<file path="config.mk">
export PLATFORM = sky130hd
export DESIGN_NAME = sram_traffic_gen
export DESIGN_NICKNAME = d
export VERILOG_FILES = /design/src/verilog/sram_perf_pkg.sv /design/src/verilog/sram_traffic_gen.sv
export VERILOG_INCLUDE_DIRS = /design/src /design/src/verilog
export SDC_FILE = /design/constraint.sdc
export NUM_CORES = 1
export LEC_CHECK = 0
export BUFFER_PORTS_ARGS = -buffer_cell sky130_fd_sc_hd__buf_2
export CORE_AREA = 4 4 166 168
export CTS_CLUSTER_DIAMETER = 50
export DETAILED_ROUTE_END_ITERATION = 10
export DIE_AREA = 0 0 170 172
export PLACE_DENSITY_LB_ADDON = 0.2
export SLEW_MARGIN = 20
export SYNTH_ARGS = -nofsm -noshare
export SYNTH_HDL_FRONTEND = slang
export SYNTH_SLANG_ARGS = --single-unit
export TNS_END_PERCENT = 20
</file>
<file path="constraint.sdc">
create_clock -name clk -period 3.3 [get_ports clk]
set_input_delay 0.495 -clock clk [delete_from_list [all_inputs] [get_ports clk]]
set_output_delay 0.495 -clock clk [all_outputs]
set_load 0.005 [all_outputs]
</file>
<file path="src/verilog/sram_perf_config.svh">
`ifndef SRAM_PERF_CONFIG_SVH
`define SRAM_PERF_CONFIG_SVH

// Number of SRAM chips the words are striped over, a power of two.
`define SRAM_NUM_S 2

// Pins of one chip.
`define SRAM_ADDR_WIDTH 18
`define SRAM_DATA_WIDTH 16

// Entries per lane queue, a power of two so the pointers wrap on their own.
`define SRAM_QUEUE_DEPTH 4

// Width of every statistics counter.
`define SRAM_STAT_WIDTH 16

`endif

</file>
<file path="src/verilog/sram_perf_pkg.sv">
`default_nettype none

`include "sram_perf_config.svh"

package sram_perf_pkg;

  localparam int LANE_BITS = $clog2(`SRAM_NUM_S);
  localparam int WORD_ADDR_WIDTH = `SRAM_ADDR_WIDTH + LANE_BITS;

  typedef logic [WORD_ADDR_WIDTH-1:0] word_addr_t;
  typedef logic [`SRAM_DATA_WIDTH-1:0] data_t;
  typedef logic [`SRAM_STAT_WIDTH-1:0] stat_t;

  typedef struct packed {
    word_addr_t base;   // First word address.
    word_addr_t count;  // Words in the run, at least one.
    data_t      seed;
  } run_cfg_t;

  // Writes carry data, reads carry the low address bits for the checker.
  typedef union packed {
    data_t wr_data;
    data_t rd_tag;
  } req_payload_u;

  typedef struct packed {
    logic         is_write;
    word_addr_t   addr;
    req_payload_u payload;
  } sram_req_t;

  typedef struct packed {
    data_t data;
    data_t tag;
  } sram_rsp_t;

  typedef struct packed {
    stat_t cycles;
    stat_t writes;
    stat_t reads;
    stat_t errors;
  } perf_stats_t;

endpackage

`default_nettype wire

</file>
<file path="src/verilog/sram_traffic_gen.sv">
`timescale 1ns/10ps
`default_nettype none

`include "sram_perf_config.svh"

module sram_traffic_gen import sram_perf_pkg::*; (
  input  logic                   clk,
  input  logic                   rst_n,
  input  logic                   start,
  input  run_cfg_t               cfg,
  output logic                   busy,
  output logic                   done,
  output perf_stats_t            stats,
  output logic                   req_valid,
  input  logic                   req_ready,
  output sram_req_t              req,
  input  logic [`SRAM_NUM_S-1:0] rsp_valid,
  output logic [`SRAM_NUM_S-1:0] rsp_ready,
  input  sram_rsp_t              rsp [`SRAM_NUM_S],
  input  logic                   lanes_idle
);

  typedef enum logic [1:0] {
    ST_IDLE,
    ST_WRITE,
    ST_DRAIN,
    ST_READ
  } state_t;

  state_t     state;
  run_cfg_t   cfg_q;
  word_addr_t addr_q;
  word_addr_t issued;   // Requests accepted in this phase.
  word_addr_t rsp_cnt;  // Read responses checked.
  logic       xfer;
  logic       last_issue;
  logic       rsp_hit;
  sram_rsp_t  rsp_sel;

  assign busy       = (state != ST_IDLE);
  assign req_valid  = (state == ST_WRITE) || (state == ST_READ && issued != cfg_q.count);
  assign xfer       = req_valid && req_ready;
  assign last_issue = (issued == cfg_q.count - 1'b1);

  always_comb begin
    req = '0;
    req.is_write = (state == ST_WRITE);
    req.addr = addr_q;
    if (state == ST_WRITE) begin
      req.payload.wr_data = addr_q[`SRAM_DATA_WIDTH-1:0] ^ cfg_q.seed;
    end else begin
      req.payload.rd_tag = addr_q[`SRAM_DATA_WIDTH-1:0];
    end
  end

  // Fixed priority, lowest lane first.
  always_comb begin
    rsp_ready = '0;
    rsp_hit = 1'b0;
    rsp_sel = rsp[0];
    for (int i = 0; i < `SRAM_NUM_S; i++) begin
      if (state == ST_READ && rsp_valid[i] && !rsp_hit) begin
        rsp_ready[i] = 1'b1;
        rsp_hit = 1'b1;
        rsp_sel = rsp[i];
      end
    end
  end

  always_ff @(posedge clk) begin
    if (state == ST_IDLE && start) begin
      cfg_q  <= cfg;
      addr_q <= cfg.base;
    end else if (state == ST_WRITE && xfer && last_issue) begin
      addr_q <= cfg_q.base;  // Rewind for the read phase.
    end else if (xfer) begin
      addr_q <= addr_q + 1'b1;
    end
  end

  always_ff @(posedge clk) begin
    if (!rst_n) begin
      state   <= ST_IDLE;
      done    <= 1'b0;
      stats   <= '0;
      issued  <= '0;
      rsp_cnt <= '0;
    end else begin
      done <= 1'b0;
      case (state)
        ST_IDLE: begin
          if (start) begin
            state        <= ST_WRITE;
            issued       <= '0;
            rsp_cnt      <= '0;
            stats.cycles <= stat_t'(1);  // The start edge counts.
            stats.writes <= '0;
            stats.reads  <= '0;
            stats.errors <= '0;
          end
        end
        ST_WRITE: begin
          if (xfer) begin
            stats.writes <= stats.writes + 1'b1;
            if (last_issue) begin
              state  <= ST_DRAIN;
              issued <= '0;
            end else begin
              issued <= issued + 1'b1;
            end
          end
        end
        ST_DRAIN: begin
          if (lanes_idle) state <= ST_READ;
        end
        ST_READ: begin
          if (xfer) issued <= issued + 1'b1;
          if (rsp_hit) begin
            rsp_cnt     <= rsp_cnt + 1'b1;
            stats.reads <= stats.reads + 1'b1;
            if (rsp_sel.data != (rsp_sel.tag ^ cfg_q.seed)) begin
              stats.errors <= stats.errors + 1'b1;
            end
            if (rsp_cnt == cfg_q.count - 1'b1) begin
              state <= ST_IDLE;
              done  <= 1'b1;
            end
          end
        end
        default: state <= ST_IDLE;
      endcase
      if (state != ST_IDLE) stats.cycles <= stats.cycles + 1'b1;
    end
  end

endmodule

`default_nettype wire

</file>
## Word level (Yosys, flattened, before mapping)

Index checks and enable logic that the tools add are counted.

| operators by class | value |
|---|---|
| $add $sub $neg | 8 |
| mux-type cells | 31 |
| bitwise gates (word level) | 2 |
| reduce and logical (&&, ||, !) cells | 25 |
| equal/unequal tests | 15 |

Operators by type and width:

| cell | count |
|---|---|
| $mux W19 | 8 |
| $mux W16 | 5 |
| $add A16 B1 Y16 const B | 4 |
| $mux W32 | 2 |
| $mux W64 | 1 |
| $pmux W32 S2 | 1 |
| $add A19 B1 Y19 const B | 3 |
| $pmux W19 S3 | 1 |
| $eq A19 B19 Y1 | 2 |
| $pmux W19 S2 | 1 |
| $pmux W16 S2 | 1 |
| $xor A16 B16 Y16 | 2 |
| $ne A19 B19 Y1 | 1 |
| $sub A19 B1 Y19 const B | 1 |
| $ne A16 B16 Y1 | 1 |
| $mux W2 | 6 |
| $reduce_bool A2 Y1 | 5 |
| $reduce_and A3 Y1 | 3 |
| $logic_and A1 B1 Y1 | 8 |
| $ne A2 B1 Y1 const B | 4 |
| $ne A2 B2 Y1 const B | 4 |
| $pmux W2 S4 | 1 |
| $reduce_and A4 Y1 | 2 |
| $reduce_and A6 Y1 | 1 |
| other kinds (8) | 13 |

| storage, ports and cells | value |
|---|---|
| logic and storage cells | 93 |
| bits of input ports | 125 |
| output and inout port bits | 105 |
| flip-flop bits (word level) | 178 |

## Longest topological paths before layout

| logic depth | value |
|---|---|
| depth after elaboration | 11 |
| mapped depth | 13 |
| mapped depth without buffers | 10 |

## Worst setup path after synthesis

No wires, ideal clock.

| path | value |
|---|---|
| path type | reg-to-reg |
| start | register state[0] |
| end | register cfg_q[0] (netlist bit) (enable) |
| path slack | -90 ps |
| setup time | 439 ps |
| path buffers | 3 |
| period minus slack after synthesis | 3390 ps |
| data required time | 2861 ps |
| stages on the path, launching flop included | 8 |
| arrival | 2951 ps |
| cell sequence | dfxtp_1 -> inv_1 -> ha_1 -> clkbuf_1 -> nand2_1 -> inv_1 -> clkbuf_1 -> clkbuf_1 |

| on the way | value |
|---|---|
| word-level cells in the longest chain between the ends | 2 |

RTL lines:

| what | line | source |
|---|---|---|
| start, declared | sram_traffic_gen.sv:30 | `state_t state;` |
| start signal, assigned | sram_traffic_gen.sv:83 | `state <= ST_IDLE;` |
| start signal, assigned | sram_traffic_gen.sv:93 | `state <= ST_WRITE;` |
| start signal, assigned | sram_traffic_gen.sv:106 | `state <= ST_DRAIN;` |
| $logic_not A2 Y1 | sram_traffic_gen.sv:71 | `if (state == ST_IDLE && start) begin` |
| $logic_and A1 B1 Y1 | sram_traffic_gen.sv:71 |  |
| end signal, assigned | sram_traffic_gen.sv:72 | `cfg_q <= cfg;` |
| end, declared | sram_traffic_gen.sv:31 | `run_cfg_t cfg_q;` |

Every way passes these cells.
A chain may end at the register's enable or synchronous reset.

## Worst setup path in the final report

| path | value |
|---|---|
| start | register cfg_q[17] (netlist bit) |
| end | register addr_q[8] (data pin) |

| on the way | value |
|---|---|
| word-level cells in the longest chain between the ends | 8 |
| elaborated cells between the ends (all ways) | 10 |
| those cells by class | add/sub (1); eq/ne (2); mux (2); reduce/logical (5) |

RTL lines:

| what | line | source |
|---|---|---|
| parallel branches: the longest is 5 deep, another holds $sub A19 B1 Y19 | - |  |
| $logic_and A1 B1 Y1 * | sram_traffic_gen.sv:74 | `end else if (state == ST_WRITE && xfer && last_issue) begin` |
| $mux W19 * | sram_traffic_gen.sv:74 |  |
| $mux W19 * | sram_traffic_gen.sv:71 |  |
| end signal, assigned | sram_traffic_gen.sv:73 | `addr_q <= cfg.base;` |
| end signal, assigned | sram_traffic_gen.sv:75 | `addr_q <= cfg_q.base;` |
| end signal, assigned | sram_traffic_gen.sv:77 | `addr_q <= addr_q + 1'b1;` |
| end, declared | sram_traffic_gen.sv:32 | `word_addr_t addr_q;` |

Mark *: on every way between the ends.

==> results.py <==
metrics = {
    "synthesis": {
        "yosys_warnings": 0,
        "synth_fp_nets": 1206,
        "async_flop_share_pct": 0,
        "synth_top_area_share_pct": 21.9,
        "ys_ff_latch": 178,
        "synthFlopType": "dfxtp_1",
        "synth_cell_types": 63,
        "synthesis.area_sq_um": 10000,
        "syn-instance-count": 1069,
        "synth_top_cell_by_area": "edfxtp_1",
        "synth-edff-count": 73,
        "synth_area_per_cell_sq_um": 9.36,
        "synth_area_leaders": "edfxtp_1 (22%), dfxtp_1 (21%), xor2_1 (8.7%), xnor2_1 (8.0%), mux2i_1 (4.8%)",
        "ys_seq_area_share_pct": 42.9,
    },
    "timing": {
        "setup_viol": 0,
        "period_minus_slack_ns": 3.09,
        "rsz0062_at_grt": "no",
        "slew_viol_final": 0,
        "setup_tns_ns": 0,
        "finalHoldViolCount": 0,
        "maxSlewHeadroom_pct": 57.9,
        "fin_worst_skew_ns": 0.0235,
        "worst_pin_slew_ns": 0.628,
        "finalCritPeriodShare_pct": 93.6,
        "max_freq_mhz": 324,
    },
    "setup_path": {
        "worst-setup-path-type": "reg -> reg",
        "setup.worst_path.end": "addr_q[8]$_DFFE_PP_",
        "worstSetupEndpointType": "register",
        "rrSetupSlack_ns": 0.21,
        "path_max_fanout": 19,
        "crit_start": "cfg_q[17]$_DFFE_PP_",
        "required_ns": 3.48,
        "reg2reg_from": "cfg_q[17]$_DFFE_PP_",
        "r2r_end": "addr_q[8]$_DFFE_PP_",
        "cp.arrival_ns": 3.27,
        "cp-start-kind": "register",
        "reg2reg_depth": 11,
    },
    "power": {
        "swShare_pct": 37.9,
        "peakVddDrop_uv": 402,
        "power_density_nw_per_um2": 627,
        "p_sw_mw": 2.94,
        "p_total_mw": 7.76,
        "intPower_mw": 4.81,
        "p_seq_share_pct": 40.6,
        "power.clock.fraction_pct": 28.7,
        "combPwrFrac_pct": 30.7,
        "p_leak_nw": 5.09,
    },
    "placed_design": {
        "dp_cells": 1615,
        "place_area_sq_um": 11700,
        "portBuffers": 229,
        "gp_congestion": 0.934,
        "dpl.hpwl_mm": 22.0,
    },
    "floorplan": {
        "ios": 230,
        "dieWidth_um": 170,
        "dieArea_sq_um": 29200,
        "start_util_pct": 38.6,
        "rows": 59,
        "coreArea_sq_um": 25900,
        "die_y_um": 172,
    },
    "outcome": {
        "outcome": "finished clean",
    },
    "worst_hold_path": {
        "min_from": "cfg[14]",
        "hp-class": "in -> reg",
        "hold_depth": 1,
    },
    "clock_tree": {
        "clock_sinks": 178,
        "htree_levels": 4,
        "root_buffer": "clkbuf_16",
        "clk_pin_slew_worst_paths_ns": 0.10,
        "cts_tree": "done",
        "numCtsBuffers": 17,
        "holdBufCountCts": 0,
        "clk_latency_ns": 0.45,
        "clk_path_buf_depth": 2,
    },
    "finish": {
        "final_nets": 1438,
        "layout-drive-gt1-share_pct": 24.1,
        "area_growth_pct": 23.6,
        "final_cell_mix": "buf_2 (229), nand2_1 (114), dfxtp_1 (105)",
        "filler_cell_count": 2486,
        "final_area_sq_um": 12400,
        "layout_commonest_cell": "buf_2",
        "num_antenna_cells": 0,
        "final_cells": 1649,
    },
    "detailed_routing": {
        "wl_mm": 29.1,
        "drc": 0,
        "wl_per_cell_um": 17.6,
        "ant_nets": 0,
        "viasPerCell": 5.16,
        "drt_iter0_markers": 556,
        "drt_first_pass_iters": 5,
        "vias": 8501,
    },
    "global_route": {
        "grt_pass1_wl_mm": 45.6,
        "grt_usage_pct": 19.7,
        "grt_max_degree": 72,
        "grt_antenna_before_repair": 2,
        "grt_overflow": 0,
        "grt_pass1_vias": 8293,
    },
    "flow_run": {
        "max_cap_violations": 0,
    },
}
[Yosys cell counts (4+ instances only)]
cell	count
xnor2_1	91
buf_2	5
a21boi_0	9
inv_1	24
mux2i_1	48
o21a_1	10
ha_1	12
nand2b_1	6
nor3b_1	17
o2111ai_1	5
xor2_1	99
and3_1	28
a211oi_1	4
nor2_1	89
dfxtp_1	105
edfxtp_1	73
nand4_1	33
clkbuf_1	41
o21ai_0	45
nor3_1	17
o211ai_1	10
nand2_1	114
nor4_1	16
or3_1	20
and4_1	5
nor2b_1	12
and2_1	10
or4_1	6
a21oi_1	20
nand3_1	43
o31ai_1	6
or2_2	5
[repair_timing]
item	in CTS	in global routing
resized for setup	1	4
pin swaps	0	6
setup buffers	0	2
setup endpoints to repair	7	38
[through the flow]
| step | hold WS, ns | setup WS [ns] | utilization, % |
|---|---|---|---|
| 2_1_floorplan | 0.459 | 0.179 | - |
| 3_3_place_gp | 0.455 | 0.0696 | 45.0 |
| 3_5_place_dp | 0.468 | 0.00552 | 45.0 |
| 4_1_cts | 0.189 | 0.120 | 47.6 |
| 5_1_grt | 0.183 | 0.00736 | 47.7 |
| 6_report | 0.210 | 0.211 | 47.7 |
[power by group through the flow]
stage	Combinational, mW	Clock, mW	Sequential (mW)
after floorplan	1.52	0	3.00
after detailed placement	2.37	0	3.19
after global placement	2.35	0	3.19
after global routing	2.65	2.37	3.19
final	2.38	2.22	3.15
after CTS	2.39	2.29	3.15
[flip-flops by register name (all words and copies together) (netlist names)]
register  flops
stats        64
cfg_q        54
addr_q       19
issued       19
rsp_cnt      19
state         2
done          1
[worst max-delay path, cell delays in order (launching register included)]
cell and delay (ns):
edfxtp_1 0.39, buf_4 0.16, or4_1 0.49, buf_4 0.20, o31ai_1 0.39, o21ai_0 0.15, a21oi_1 0.29, a21oi_1 0.09
o2111ai_2 0.15, buf_12 0.23, mux2i_1 0.20, o21ai_0 0.09
[worst min-delay path by stage]
stage / to / slack [ns]
2_1_floorplan: stats[15]$_SDFFE_PN0P_ / 0.46
3_3_place_gp: stats[15]$_SDFFE_PN0P_ / 0.46
3_5_place_dp: stats[15]$_SDFFE_PN0P_ / 0.47
4_1_cts: cfg_q[14]$_DFFE_PP_ / 0.19
5_1_grt: cfg_q[15]$_DFFE_PP_ / 0.18
6_report: cfg_q[14]$_DFFE_PP_ / 0.21
[area by class of cell]
class	instances	area, sq um	share of cell area, %
clock buffers	17	425	3.44
clock inverters	15	229	1.85
inverters	25	95.1	0.769
multi-input cells	815	5450	44.0
flip-flops and latches	178	4290	34.7
well taps	335	419	3.39
repair buffers	264	1460	11.8
[logic make-up after synthesis]
| kind of cell | after synthesis | synth area share [%] |
|---|---|---|
| AND/OR/NAND/NOR | 431 | 22.1 |
| adder cells (fa/ha/maj) | 12 | 1.50 |
| multiplexers | 49 | 4.91 |
| buffers and inverters | 76 | 3.07 |
| AO/OA/AOI/OAI | 132 | 8.71 |
| XOR/XNOR | 191 | 16.8 |
| flip-flops | 178 | 42.9 |
[routing by layer]
layer	global-route usage [%]	part of all wire (%)	vias up
met5	0	0.045	-
met4	4.93	1.7	2
met3	4.05	5.3	29
met2	35.1	50	249
met1	24.6	43	3992
li1	-	-	4229
No activity file was read; power rests on OpenSTA's default activity.
