### src/verilog/sram_perf_config.svh
`ifndef SRAM_PERF_CONFIG_SVH
`define SRAM_PERF_CONFIG_SVH

// Number of SRAM chips the words are striped over, a power of two.
`define SRAM_NUM_S 2

// Pins of one chip.
`define SRAM_ADDR_WIDTH 18
`define SRAM_DATA_WIDTH 16

// Entries per lane queue, a power of two so the pointers wrap on their own.
`define SRAM_QUEUE_DEPTH 4

// Width of every statistics counter.
`define SRAM_STAT_WIDTH 16

`endif

### src/verilog/sram_perf_pkg.sv
`default_nettype none

`include "sram_perf_config.svh"

package sram_perf_pkg;

  localparam int LANE_BITS = $clog2(`SRAM_NUM_S);
  localparam int WORD_ADDR_WIDTH = `SRAM_ADDR_WIDTH + LANE_BITS;

  typedef logic [WORD_ADDR_WIDTH-1:0] word_addr_t;
  typedef logic [`SRAM_DATA_WIDTH-1:0] data_t;
  typedef logic [`SRAM_STAT_WIDTH-1:0] stat_t;

  typedef struct packed {
    word_addr_t base;   // First word address.
    word_addr_t count;  // Words in the run, at least one.
    data_t      seed;
  } run_cfg_t;

  // Writes carry data, reads carry the low address bits for the checker.
  typedef union packed {
    data_t wr_data;
    data_t rd_tag;
  } req_payload_u;

  typedef struct packed {
    logic         is_write;
    word_addr_t   addr;
    req_payload_u payload;
  } sram_req_t;

  typedef struct packed {
    data_t data;
    data_t tag;
  } sram_rsp_t;

  typedef struct packed {
    stat_t cycles;
    stat_t writes;
    stat_t reads;
    stat_t errors;
  } perf_stats_t;

endpackage

`default_nettype wire

### src/verilog/sram_stripe_queue.sv
`timescale 1ns/10ps
`default_nettype none

`include "sram_perf_config.svh"

module sram_stripe_queue import sram_perf_pkg::*; (
  input  logic                   clk,
  input  logic                   rst_n,
  input  logic                   req_valid,
  output logic                   req_ready,
  input  sram_req_t              req,
  output logic [`SRAM_NUM_S-1:0] lane_valid,
  input  logic [`SRAM_NUM_S-1:0] lane_ready,
  output sram_req_t              lane_req [`SRAM_NUM_S],
  output logic                   lanes_idle
);

  localparam int PW = $clog2(`SRAM_QUEUE_DEPTH);
  localparam logic [PW:0] FULL = (PW+1)'(`SRAM_QUEUE_DEPTH);

  sram_req_t              mem [`SRAM_NUM_S][`SRAM_QUEUE_DEPTH];
  logic [PW-1:0]          wr_ptr [`SRAM_NUM_S];
  logic [PW-1:0]          rd_ptr [`SRAM_NUM_S];
  logic [PW:0]            fill [`SRAM_NUM_S];
  logic [LANE_BITS-1:0]   tgt;
  logic [`SRAM_NUM_S-1:0] lane_push;
  logic [`SRAM_NUM_S-1:0] lane_pop;
  sram_req_t              push_req;

  assign tgt       = req.addr[LANE_BITS-1:0];
  assign req_ready = (fill[tgt] != FULL);  // Stall while the target lane is full.
  assign lane_pop  = lane_valid & lane_ready;

  always_comb begin
    push_req = req;
    push_req.addr = req.addr >> LANE_BITS;  // Lane address only.
    lanes_idle = &lane_ready;
    for (int i = 0; i < `SRAM_NUM_S; i++) begin
      lane_push[i] = req_valid && req_ready && (tgt == LANE_BITS'(i));
      lane_valid[i] = (fill[i] != '0);
      lane_req[i] = mem[i][rd_ptr[i]];
      if (fill[i] != '0) lanes_idle = 1'b0;
    end
  end

  always_ff @(posedge clk) begin
    if (req_valid && req_ready) mem[tgt][wr_ptr[tgt]] <= push_req;
  end

  always_ff @(posedge clk) begin
    if (!rst_n) begin
      for (int i = 0; i < `SRAM_NUM_S; i++) begin
        wr_ptr[i] <= '0;
        rd_ptr[i] <= '0;
        fill[i]   <= '0;
      end
    end else begin
      for (int i = 0; i < `SRAM_NUM_S; i++) begin
        if (lane_push[i]) wr_ptr[i] <= wr_ptr[i] + 1'b1;
        if (lane_pop[i]) rd_ptr[i] <= rd_ptr[i] + 1'b1;
        case ({lane_push[i], lane_pop[i]})
          2'b10:   fill[i] <= fill[i] + 1'b1;
          2'b01:   fill[i] <= fill[i] - 1'b1;
          default: fill[i] <= fill[i];
        endcase
      end
    end
  end

endmodule

`default_nettype wire

### config.mk
export PLATFORM = sky130hd
export DESIGN_NAME = sram_stripe_queue
export DESIGN_NICKNAME = d
export VERILOG_FILES = /design/src/verilog/sram_perf_pkg.sv /design/src/verilog/sram_stripe_queue.sv
export VERILOG_INCLUDE_DIRS = /design/src /design/src/verilog
export SDC_FILE = /design/constraint.sdc
export NUM_CORES = 1
export LEC_CHECK = 0
export BUFFER_PORTS_ARGS = -buffer_cell sky130_fd_sc_hd__buf_2
export CAP_MARGIN = 20
export CORE_ASPECT_RATIO = 1.1
export CORE_MARGIN = 2
export CORE_UTILIZATION = 55
export DETAILED_ROUTE_END_ITERATION = 12
export PLACE_DENSITY = 0.75
export SYNTH_ARGS = -nofsm -noshare
export SYNTH_HDL_FRONTEND = slang
export SYNTH_SLANG_ARGS = --single-unit
### constraint.sdc
create_clock -name clk -period 10.1 [get_ports clk]
set_input_delay 2.02 -clock clk [delete_from_list [all_inputs] [get_ports clk]]
set_output_delay 2.02 -clock clk [all_outputs]
set_load 0.05 [all_outputs]
Yosys cells after proc, flatten, opt, wreduce, memory -nomap -nowiden
Memory sizes are Yosys's and may differ from the RTL's.
Cells that the tools add are included.
{"block": "totals", "out_inout_bits": 76, "mem_bits_rw": 294, "regBits": 0, "memories": 4, "elab_cells": 98}
{"name": "mem", "depth": 2, "width": 140, "rd": 2, "rd_ports_with_merged_regs": 0, "write_ports": 1, "line": "sram_stripe_queue.sv:21", "rtl": "sram_req_t mem [`SRAM_NUM_S][`SRAM_QUEUE_DEPTH];"}
{"name": "fill", "depth": 2, "width": 3, "rd": 3, "rd_ports_with_merged_regs": 0, "write_ports": 2, "line": "sram_stripe_queue.sv:24", "rtl": "logic [PW:0] fill [`SRAM_NUM_S];"}
{"name": "rd_ptr", "depth": 2, "width": 2, "rd": 2, "rd_ports_with_merged_regs": 0, "write_ports": 2, "line": "sram_stripe_queue.sv:23", "rtl": "logic [PW-1:0] rd_ptr [`SRAM_NUM_S];"}
{"name": "wr_ptr", "depth": 2, "width": 2, "rd": 3, "rd_ports_with_merged_regs": 0, "write_ports": 2, "line": "sram_stripe_queue.sv:22", "rtl": "logic [PW-1:0] wr_ptr [`SRAM_NUM_S];"}
{"block": "op_classes", "muxes": 53, "n_addsub": 8, "bitwise_logic": 15, "order_cmp": 4, "n_reduce_logical": 9, "eq_ne": 5}
{"op": "36-bit 2-to-1 mux", "count": 5}
{"op": "36-bit binary-select mux with 2-bit select", "count": 2}
{"op": "144-bit 2-to-1 mux", "count": 1}
{"op": "36-bit demux with 2-bit select", "count": 1}
{"op": "1-bit 2-to-1 mux", "count": 34}
{"op": "3-bit 2-to-1 mux", "count": 6}
{"op": "1-bit bitwise OR", "count": 10}
{"op": "3-bit >= comparator, second input constant", "count": 3}
{"op": "2-bit inverter with 3-bit output", "count": 3}
{"op": "2-bit by 1-bit adder with 2-bit output, second input constant", "count": 4}
{"op": "2-bit 2-to-1 mux", "count": 4}
{"op": "3-bit by 1-bit adder with 3-bit output, second input constant", "count": 2}
{"op": "3-bit nonzero test", "count": 2}
{"op": "3-bit by 1-bit subtractor with 3-bit output, second input constant", "count": 2}
{"op": "2-bit by 1-bit equality test with 1-bit output, second input constant", "count": 2}
{"op": "2-bit equality test, second input constant", "count": 2}
{"op": "1-bit logical AND", "count": 4}
{"op": "2-bit OR reduction", "count": 2}
{"op": "3-bit by 1-bit less-than comparator with 1-bit output, second input constant", "count": 1}
{"op": "3-bit != test, second input constant", "count": 1}
{"op": "2-bit bitwise AND", "count": 1}
{"op": "2-bit AND reduction", "count": 1}
{"op": "1-bit inverter", "count": 1}

Logic depth before layout (Yosys ltp)
Gate-level depths: netlist of the first run.
An unclocked memory read counts as a cell.
{"block": "depth", "depth_word": 11, "mapped_depth": 9, "mapped_depth_nobuf": 9}

Worst setup path after synthesis of the first run
Ideal clock, no wire load.
{"block": "synth_path", "kind": "input -> register", "from": "input req[16] (netlist bit)", "to": "memory mem[0][35] (netlist bit) (enable)", "t_arrival_ns": 4.934, "path_buffers": 0, "required_time_ns": 9.622, "setup_time_ns": 0.478, "stages": 2, "slack_ns": 4.687, "path_cell_list": "nand3b_1 nor3b_1"}
{"block": "synth_via", "elab_chain_cells": 7, "elab_cells_between_ends": 12, "cone_classes": "2 x order compare; 1 x eq/ne; 4 x mux; 1 x bitwise; 2 x reduce/logical; 2 x memory"}
{"item": "from (decl)", "line": "sram_stripe_queue.sv:11", "rtl": "input sram_req_t req,"}
{"item": "memory read 2 x 2 bit"}
{"item": "2-bit inverter with 3-bit output (implied by the code)", "line": "sram_stripe_queue.sv:47", "rtl": "if (req_valid && req_ready) mem[tgt][wr_ptr[tgt]] <= push_req;"}
{"item": "3-bit >= comparator (implied by the code) or 3-bit by 1-bit less-than comparator with 1-bit output (tied branches)", "line": "sram_stripe_queue.sv:47"}
{"item": "1-bit logical AND (implied by the code)", "line": "sram_stripe_queue.sv:47"}
{"item": "36-bit 2-to-1 mux (implied by the code)", "line": "sram_stripe_queue.sv:47"}
{"item": "36-bit demux with 2-bit select", "line": "sram_stripe_queue.sv:47"}
{"item": "144-bit 2-to-1 mux (implied by the code)", "line": "sram_stripe_queue.sv:47"}
{"item": "to (decl)", "line": "sram_stripe_queue.sv:21"}
Parallel ways exist; a longest one is shown, timed or not.

Final worst setup path of the first run
{"block": "layout_path", "from": "input req[16] (netlist bit)", "to": "output req_ready"}
{"block": "layout_via", "elab_chain_cells": 2}
{"item": "memory read 2 x 3 bit"}
{"item": "3-bit != test", "line": "sram_stripe_queue.sv:31", "rtl": "assign req_ready = (fill[tgt] != FULL);"}
{"item": "to (decl)", "line": "sram_stripe_queue.sv:10", "rtl": "output logic req_ready,"}
Every way passes these cells.

==> impl_results.md, run 1 <==
* Adder-cell area share of the yosys netlist at 0.00974
* Ratio of final minimum period to clock period at 0.482
* Worst-skew pair later-pin latency at 540 ps
* Post-DP Area at 0.0119 mm^2
* Critical path data required time at 8080 ps
* Maximum clock insertion buffer count at 3
* Netlist cell types at 34
* Post-CTS sizing at 0
* H-Tree Depth at 1
* Fraction of power spent switching nets at 0.310
* Setup_tns at 0 ps
* Fmax at 0.205 GHz
* Area contributors post-synth: edfxtp_1 80%, mux4_2 14%, ha_1 0.79%, buf_6 0.61%, xnor2_1 0.40%
* Cell count after synthesis at 461
* YS warnings at 0
* Avg Cell Area, Syn at 24.0 um^2
* Ys flop type: edfxtp_1
* Max Fanout on Critical Path at 5
* Post-Synth Simple-Gate Area at 0.0202
* Post-Route WL at 19800 um
* Largest net degree at the start of global routing at 36
* Initial antenna violation count at 1
* Syn-to-layout area delta at 16.2%
* Net Sw Power at 1.01 mW
* Status: finished clean
* Power per cell area at 255 mW/mm^2
* Least-Margin Pin Slew at 1030 ps
* Cts hold-fix bufs at 0
* Comb pwr share at 0.243
* Compound-gate portion of the synthesized area at 0.00691
* Clock root cell: clkbuf_16
* CTS tree: built
* Multiplexer share of the synthesized area at 0.144
* Biggest area consumer among synthesized cells: edfxtp_1
* # diodes at 0
* I/O Buffers at 114
* Vias at 5085
* Worst min path class: flop to flop
* First-pass iteration count of the detailed router at 4
* Routability Congestion at 0.733
* Pre-CTS WS at 5250 ps
* Tmin final at 4870 ps
* Post-route ant nets at 0
* Nets at 650
* Layout cell share with drive strength beyond 1 at 0.402
* Initial Util at 0.558
* Synth top area share at 0.799
* Final Skew at 8.75 ps
* Vias in the first global route at 5299
* #FFs+latches synth at 294
* Largest family of logic cells by synthesized area: multiplexers
* Async SR Flop Fraction at 0
* 1st-iter DRT viols at 338
* Crit path DAT at 2850 ps
* Crit path kind: input port to output port
* Detailed-route wire length per cell at 22.7 um
* Final setup fails at 0
* Design area at 0.0128 mm^2
* LEAKAGE at 4.30 nW
* Post-route setup slack at 5230 ps
* Critical Path Start Type: input port
* First-pass GRT wire length at 30400 um
* Final hold violations at 0
* Internal power at 2.26 mW
* Setup repair after global routing missed its margin: no
* Max_cap viols at 0
* Max-slew headroom at 0.312
* Number of synthesized flops with an enable pin at 294
* DIE AREA at 0.0212 mm^2
* CTS clk-pin slew, worst paths at 60 ps
* # clock sinks at 294
* Vias per inst at 5.82
* Core Region at 0.0198 mm^2
* Ports at 117
* Post-synthesis cell area at 0.0110 mm^2
* Grt total ovfl at 0
* Clock power share at 0.310
* R2R depth at 6
* VDD IR max at 0.000158 V
* Final Max Slew Viols at 0
* CTS Buf Count at 28
* Hpwl dp at 11700 um
* Setup Buffers After CTS at 0
* Gr usage total at 0.188
* Chip height at 153 um
* Worst Hold Path Cells at 1
* Seq pwr share at 0.447
* Row cnt at 54
* DIE WIDTH at 139 um
* XOR/XNOR Fraction of Synth Area at 0.00476
* Critical Path End Type: output port
* Register area share after synthesis at 0.799
* Residual DRC at 0
==> cells by family after synthesis <==
family	Yosys count
AOI/OAI and AO/OA	9
buffers and inverters	29
xor gates and xnor gates	6
and+or+nand+nor	43
other	1
DFF	294
adders and majority gates	8
muxes	71
==> state kept, by name, summed over array words and instances (netlist names) <==
register	cells
mem	280
wr_ptr	4
rd_ptr	4
fill	6
==> per-stage QoR <==
stage	std cells	hold slack [ps]	utilization	power [mW]
6_report	874	605	0.649	3.27
5_1_grt	874	643	0.649	3.38
4_1_cts	874	603	0.649	3.30
3_5_place_dp	823	595	0.603	2.29
3_3_place_gp	823	581	0.603	2.27
2_1_floorplan	462	563	-	2.11
==> worst max-delay path, cell delays in order <==
cell	delay (ps)
buf_2	110
mux2i_1	420
inv_1	80
buf_2	220
==> power by group through the flow <==
stage | sequential [mW] | combinational (mW) | clock, mW
6_report | 1.46 | 0.795 | 1.02
5_1_grt | 1.47 | 0.835 | 1.08
4_1_cts | 1.46 | 0.806 | 1.03
3_5_place_dp | 1.49 | 0.803 | 0
3_3_place_gp | 1.48 | 0.793 | 0
2_1_floorplan | 1.46 | 0.653 | 0
==> path summary, 6_finish.rpt <==
check / from / endpoint / slack, ps
max: req[16] / req_ready / 5230
min: fill[0][0] / fill[0][0] / 600
max reg2reg: fill[0][1] / fill[1][2] / 7410
min reg2reg: fill[0][0] / fill[0][0] / 600
==> layout make-up <==
class	count	area (um^2)
inverter	10	37.5
fill	1272	6950
sequential	294	8830
clock buffer	35	748
multi-input combinational	139	2090
timing repair buffer	128	676
clock inverter	16	154
tap	252	315
==> per-layer routing <==
layer	vias to the layer above	wire (um)	track usage
li1	2217	-	-
met1	2663	7810	0.258
met2	176	10400	0.322
met3	27	1360	0.0349
met4	2	284	0.0423
met5	-	13	0
==> cells in the mapped netlist (2+ instances only) <==
cell and count:
mux4_2 70, inv_2 2, buf_6 6, nor2_1 10, xnor2_1 5, nor3_1 7, and3_1 2, nor3b_1 4
inv_1 8, clkbuf_1 3, o21ai_1 2, or3b_1 2, buf_4 2, nand2_1 10, buf_2 8, edfxtp_1 294
ha_1 7, o21ai_0 3
==> placed cells by master, fill, tap and decap left out, types with 2 or more instances in the layout <==
master and instances:
xnor2_1 5, or3b_1 2, buf_4 14, clkinvlp_4 2, nor3_1 5, edfxtp_1 294
nand2_1 10, ha_1 7, clkbuf_1 6, buf_2 114, nor2_1 10, nor3_2 2
bufinv_16 3, clkinv_2 6, nor3b_2 4, inv_1 8, and3_2 2, mux4_2 70
o21ai_0 3, conb_1 2, clkinv_1 5, inv_2 2, clkbuf_16 29, o21ai_1 2
Power figures use the tool's default switching activity.
==> run 2: changes to the inputs <==
ABC_AREA = 1   (was not set)
CORE_UTILIZATION = 53   (was 55)
PLACE_DENSITY = 0.76   (was 0.75)
clock period = 4.47 ns   (was 10.1 ns; I/O delays follow)
==> impl_results.md, run 2 <==
* Post-route ant nets at 0
* Max_cap viols at 0
* Power per cell area at 641 mW/mm^2
* Setup Buffers After CTS at 0
* Cell count after placement at 1175
* Critical path data required time at 3580 ps
* Vias at 6884
* Syn-to-layout area delta at 14.6%
* Post-route setup slack at 1010 ps
* Least-Margin Pin Slew at 759 ps
* Largest register FFs at 280
* VDD IR max at 0.000372 V
* Detailed-route wire length per cell at 19.0 um
* Tmin final at 3460 ps
* Residual DRC at 0
* Reg area at 0.00883 mm^2
* Avg Cell Area, Syn at 14.2 um^2
* Area contributors post-synth: edfxtp_1 78%, o21ai_0 5.3%, nor2_1 5.2%, o22ai_1 3.9%, buf_2 1.2%
* Ports at 117
* Vias in the first global route at 6740
* Core Region at 0.0212 mm^2
* Async SR Flop Fraction at 0
* Grt total ovfl at 0
* I/O Buffers at 114
* Hold WS at 594 ps
* # diodes at 0
* Critical Path End Type: output port
* Total power at 8.34 mW
* Vias per inst at 5.63
* Cts hold-fix bufs at 0
* Final setup fails at 0
* Critical Path Start Type: flop
* Design area at 0.0130 mm^2
* Largest net degree at the start of global routing at 73
* Initial Util at 0.537
* Final core utilization at 0.615
* Max-slew headroom at 0.493
* Clock root cell: clkbuf_16
* Final Max Slew Viols at 0
* LEAKAGE at 4.50 nW
* Netlist cell types at 27
* Biggest area consumer among synthesized cells: edfxtp_1
* Initial antenna violation count at 0
* Routability Congestion at 0.796
* Crit path kind: flop to output port
* First-pass iteration count of the detailed router at 5
* CP max-delay cell: inv_2
* Final hold violations at 0
* YS warnings at 0
* Max incr delay on CP at 610 ps
* Chip height at 158 um
* Nets at 963
* Synth top area share at 0.778
* Max Fanout on Critical Path at 37
* Most common cell after layout, fill and taps aside: edfxtp_1
* Post-synthesis cell area at 0.0114 mm^2
* Post-DP Area at 0.0122 mm^2
* DIE AREA at 0.0226 mm^2
* Status: finished clean
* Fmax at 0.289 GHz
* Critical Path, Cell by Cell: buf_4, inv_2, o21ai_0, o22ai_1, buf_2
* Row cnt at 56
* Final Skew at 10.2 ps
* Ratio of final minimum period to clock period at 0.774
* Maximum clock insertion buffer count at 3
* Multi-input logic area at 0.00224 mm^2
* Setup_tns at 0 ps
* First-pass GRT wire length at 35300 um
* Number of fill cells at 1559
* Count leader, synth: edfxtp_1
* Setup repair after global routing missed its margin: no
* 1st-iter DRT viols at 764
* Register area share after synthesis at 0.778
* Non-filler cells, final at 1223
* # clock sinks at 294
* Crit path DAT at 2570 ps
* Post-CTS sizing at 0
* Number of synthesized flops with an enable pin at 294
* Ys flop type: edfxtp_1
* Hpwl dp at 13500 um
* Cell count after synthesis at 801
* CTS clk-pin slew, worst paths at 60 ps
* Most frequent cells in the layout: 294 x edfxtp_1, 150 x nor2_1, 120 x o21ai_0
* CTS Buf Count at 26
* CTS tree: built
* DIE WIDTH at 144 um
* Layout cell share with drive strength beyond 1 at 0.196
* Gr usage total at 0.205
* Post-Route WL at 23200 um
* Worst-skew pair later-pin latency at 520 ps
* #FFs+latches synth at 294
* Worst min path class: flop to flop
* H-Tree Depth at 1
* Pre-CTS WS at 1420 ps
* Synth top cells by count: 294 x edfxtp_1, 158 x nor2_1, 120 x o21ai_0
## run 2: cell types whose count changed in the layout (fill, tap and decap cells not counted), sizes merged, moves of 3 or more
cell	delta
nor2	+148
nor3	-6
inv	+12
o22ai	+70
mux4	-70
nand4	+4
a21oi	+6
buf	+3
o21ai	+138
nand3	+6
nand2	+20
nor3b	-4
## run 2: layer usage
metal / vias to the layer above / wire, um / track usage
met3: 50 / 1810 / 0.0335
met4: 0 / 640 / 0.0710
met2: 286 / 11500 / 0.349
met1: 3349 / 9250 / 0.269
met5: - / 0 / 0
li1: 3199 / - / -
## run 2: final cells by class
cell class	count	area share
Timing Repair Buffer	131	0.0552
Multi-Input combinational cell	439	0.172
Sequential cell	294	0.678
Clock buffer	35	0.0542
Inverter	22	0.00634
Clock inverter	12	0.00606
Tap cell	290	0.0279
## run 2: worst paths after layout
check                           depth (start not counted)     endpoint  slack, ps         start
worst min register to register                          1   fill[0][0]        590    fill[0][0]
worst max-delay path                                    5  lane_req[0]       1010  rd_ptr[0][3]
worst max register to register                          6  mem[1][120]       1960    fill[1][2]
worst min-delay path                                    1   fill[0][0]        590    fill[0][0]
## run 2: worst max-delay path: cells and delay by family, from the launching register on
family | cells | cell delay, ps
flip-flops | 1 | 350
buffers and inverters | 3 | 1210
AO/OA/AOI/OAI | 2 | 480
## run 2: logic make-up after synthesis
group	Yosys count	share of synthesized area
adders and majority gates	8	0.00948
DFF	294	0.778
xor gates and xnor gates	6	0.00463
other	1	0.000330
and+or+nand+nor	203	0.0711
buffers and inverters	69	0.0309
AOI/OAI and AO/OA	220	0.106
## run 2: report_power, final
part           internal, mW  leakage (nW)  switching [mW]
registers              3.23          2.69          0.0588
clock network          1.16         0.379           0.884
logic                 0.641          1.43            2.37
total                  5.03          4.50            3.31
==> run 3: changes to the inputs <==
CORE_UTILIZATION = 55   (was 53)
PLACE_DENSITY = 0.75   (was 0.76)
clock period = 3.3 ns   (was 4.47 ns; I/O delays follow)
==> impl_results.md, run 3 (same netlist as run 2, synthesis figures left out) <==
* Largest register FFs at 280
* Internal power at 6.94 mW
* Critical path data required time at 2640 ps
* Reg area at 0.00883 mm^2
* Seq pwr share at 0.389
* CTS clk-pin slew, worst paths at 60 ps
* Design area at 0.0131 mm^2
* Final core utilization at 0.641
* VDD IR max at 0.000552 V
* Fmax at 0.334 GHz
* Setup Buffers After CTS at 0
* Residual DRC at 0
* Multi-input logic area at 0.00224 mm^2
* Comb pwr share at 0.359
* Clock root cell: clkbuf_16
* Routability Congestion at 0.754
* Final Max Slew Viols at 0
* Number of fill cells at 1425
* Cell count after placement at 1144
* Largest net degree at the start of global routing at 73
* Fraction of power spent switching nets at 0.394
* Most common cell after layout, fill and taps aside: edfxtp_1
* Initial Util at 0.555
* Setup_tns at 0 ps
* Crit path kind: flop to output port
* Row cnt at 55
* Status: finished clean
* # clock sinks at 294
* Core Region at 0.0204 mm^2
* DIE WIDTH at 141 um
* Setup repair after global routing missed its margin: no
* Least-Margin Pin Slew at 750 ps
* Layout cell share with drive strength beyond 1 at 0.198
* Total power at 11.5 mW
* Ratio of final minimum period to clock period at 0.908
* Vias per inst at 5.79
* Post-DP Area at 0.0123 mm^2
* Grt total ovfl at 0
* Worst min path class: input port to flop
* Vias in the first global route at 6656
* Syn-to-layout area delta at 15.4%
* Final setup fails at 0
* LEAKAGE at 4.54 nW
* Chip height at 155 um
* Ports at 117
* Crit path DAT at 2340 ps
* Tmin final at 3000 ps
* Final hold violations at 0
* Max-slew headroom at 0.500
* Critical Path End Type: output port
* 1st-iter DRT viols at 556
* Gr usage total at 0.210
* Max_cap viols at 0
* Worst-skew pair later-pin latency at 520 ps
* I/O Buffers at 114
* Max Fanout on Critical Path at 72
* Vias at 6907
* Critical Path Start Type: flop
* Most frequent cells in the layout: 294 x edfxtp_1, 150 x nor2_1, 120 x o21ai_0
* First-pass GRT wire length at 35500 um
* Post-route ant nets at 0
* Maximum clock insertion buffer count at 3
* Detailed-route wire length per cell at 19.4 um
* Cts hold-fix bufs at 0
* DIE AREA at 0.0218 mm^2
* Nets at 966
* Net Sw Power at 4.51 mW
* CTS tree: built
* Power per cell area at 875 mW/mm^2
* Non-filler cells, final at 1192
* Clock power share at 0.251
* Hpwl dp at 13600 um
* Initial antenna violation count at 1
* CTS Buf Count at 27
* H-Tree Depth at 1
* Post-Route WL at 23100 um
* Post-CTS sizing at 0
* Final Skew at 9.76 ps
* First-pass iteration count of the detailed router at 5
## run 3: worst paths after layout
kind,slack [ps],startpoint,cells past startpoint,end
worst max-delay path,300,rd_ptr[0][2],4,lane_req[5]
worst min-delay path,410,req[9],1,mem[0][44]
worst max register to register,880,fill[0][0],10,fill[0][2]
worst min register to register,600,fill[0][0],1,fill[0][0]
## run 3: power by group through the flow
| stage | clock [mW] | combinational [mW] | sequential, mW |
|---|---|---|---|
| finish | 2.88 | 4.12 | 4.46 |
| global route | 3.04 | 4.39 | 4.48 |
| CTS | 2.91 | 4.14 | 4.46 |
| detailed placement | 0 | 4.13 | 4.54 |
| global placement | 0 | 4.07 | 4.53 |
| floorplan | 0 | 3.09 | 4.52 |
## run 3: cell type report
type,instances,area share
Tap cell,256,0.0245
Multi-Input combinational cell,439,0.171
Clock inverter,13,0.00822
Inverter,22,0.00630
Sequential cell,294,0.674
Timing Repair Buffer,133,0.0623
Antenna cell,1,0.000191
Clock buffer,34,0.0536
## run 3: per-stage QoR
stage               setup slack [ps]  hold slack, ps
global route                     163             426
finish                           305             410
floorplan                        326             556
detailed placement               658             596
CTS                              306             404
global placement                 707             581
## run 3: critical path, cell delays in order, from the launching register on
cell and delay, ps:
edfxtp_1 370, buf_4 610, o21ai_0 240, o22ai_1 270, buf_2 310
## run 3: metal layers
metal / up-vias / part of all wire / global-route usage
met3: 52 / 0.072 / 0.0344
met2: 281 / 0.51 / 0.373
met5: - / 0 / 0
li1: 3212 / - / -
met1: 3362 / 0.39 / 0.268
met4: 0 / 0.023 / 0.0605
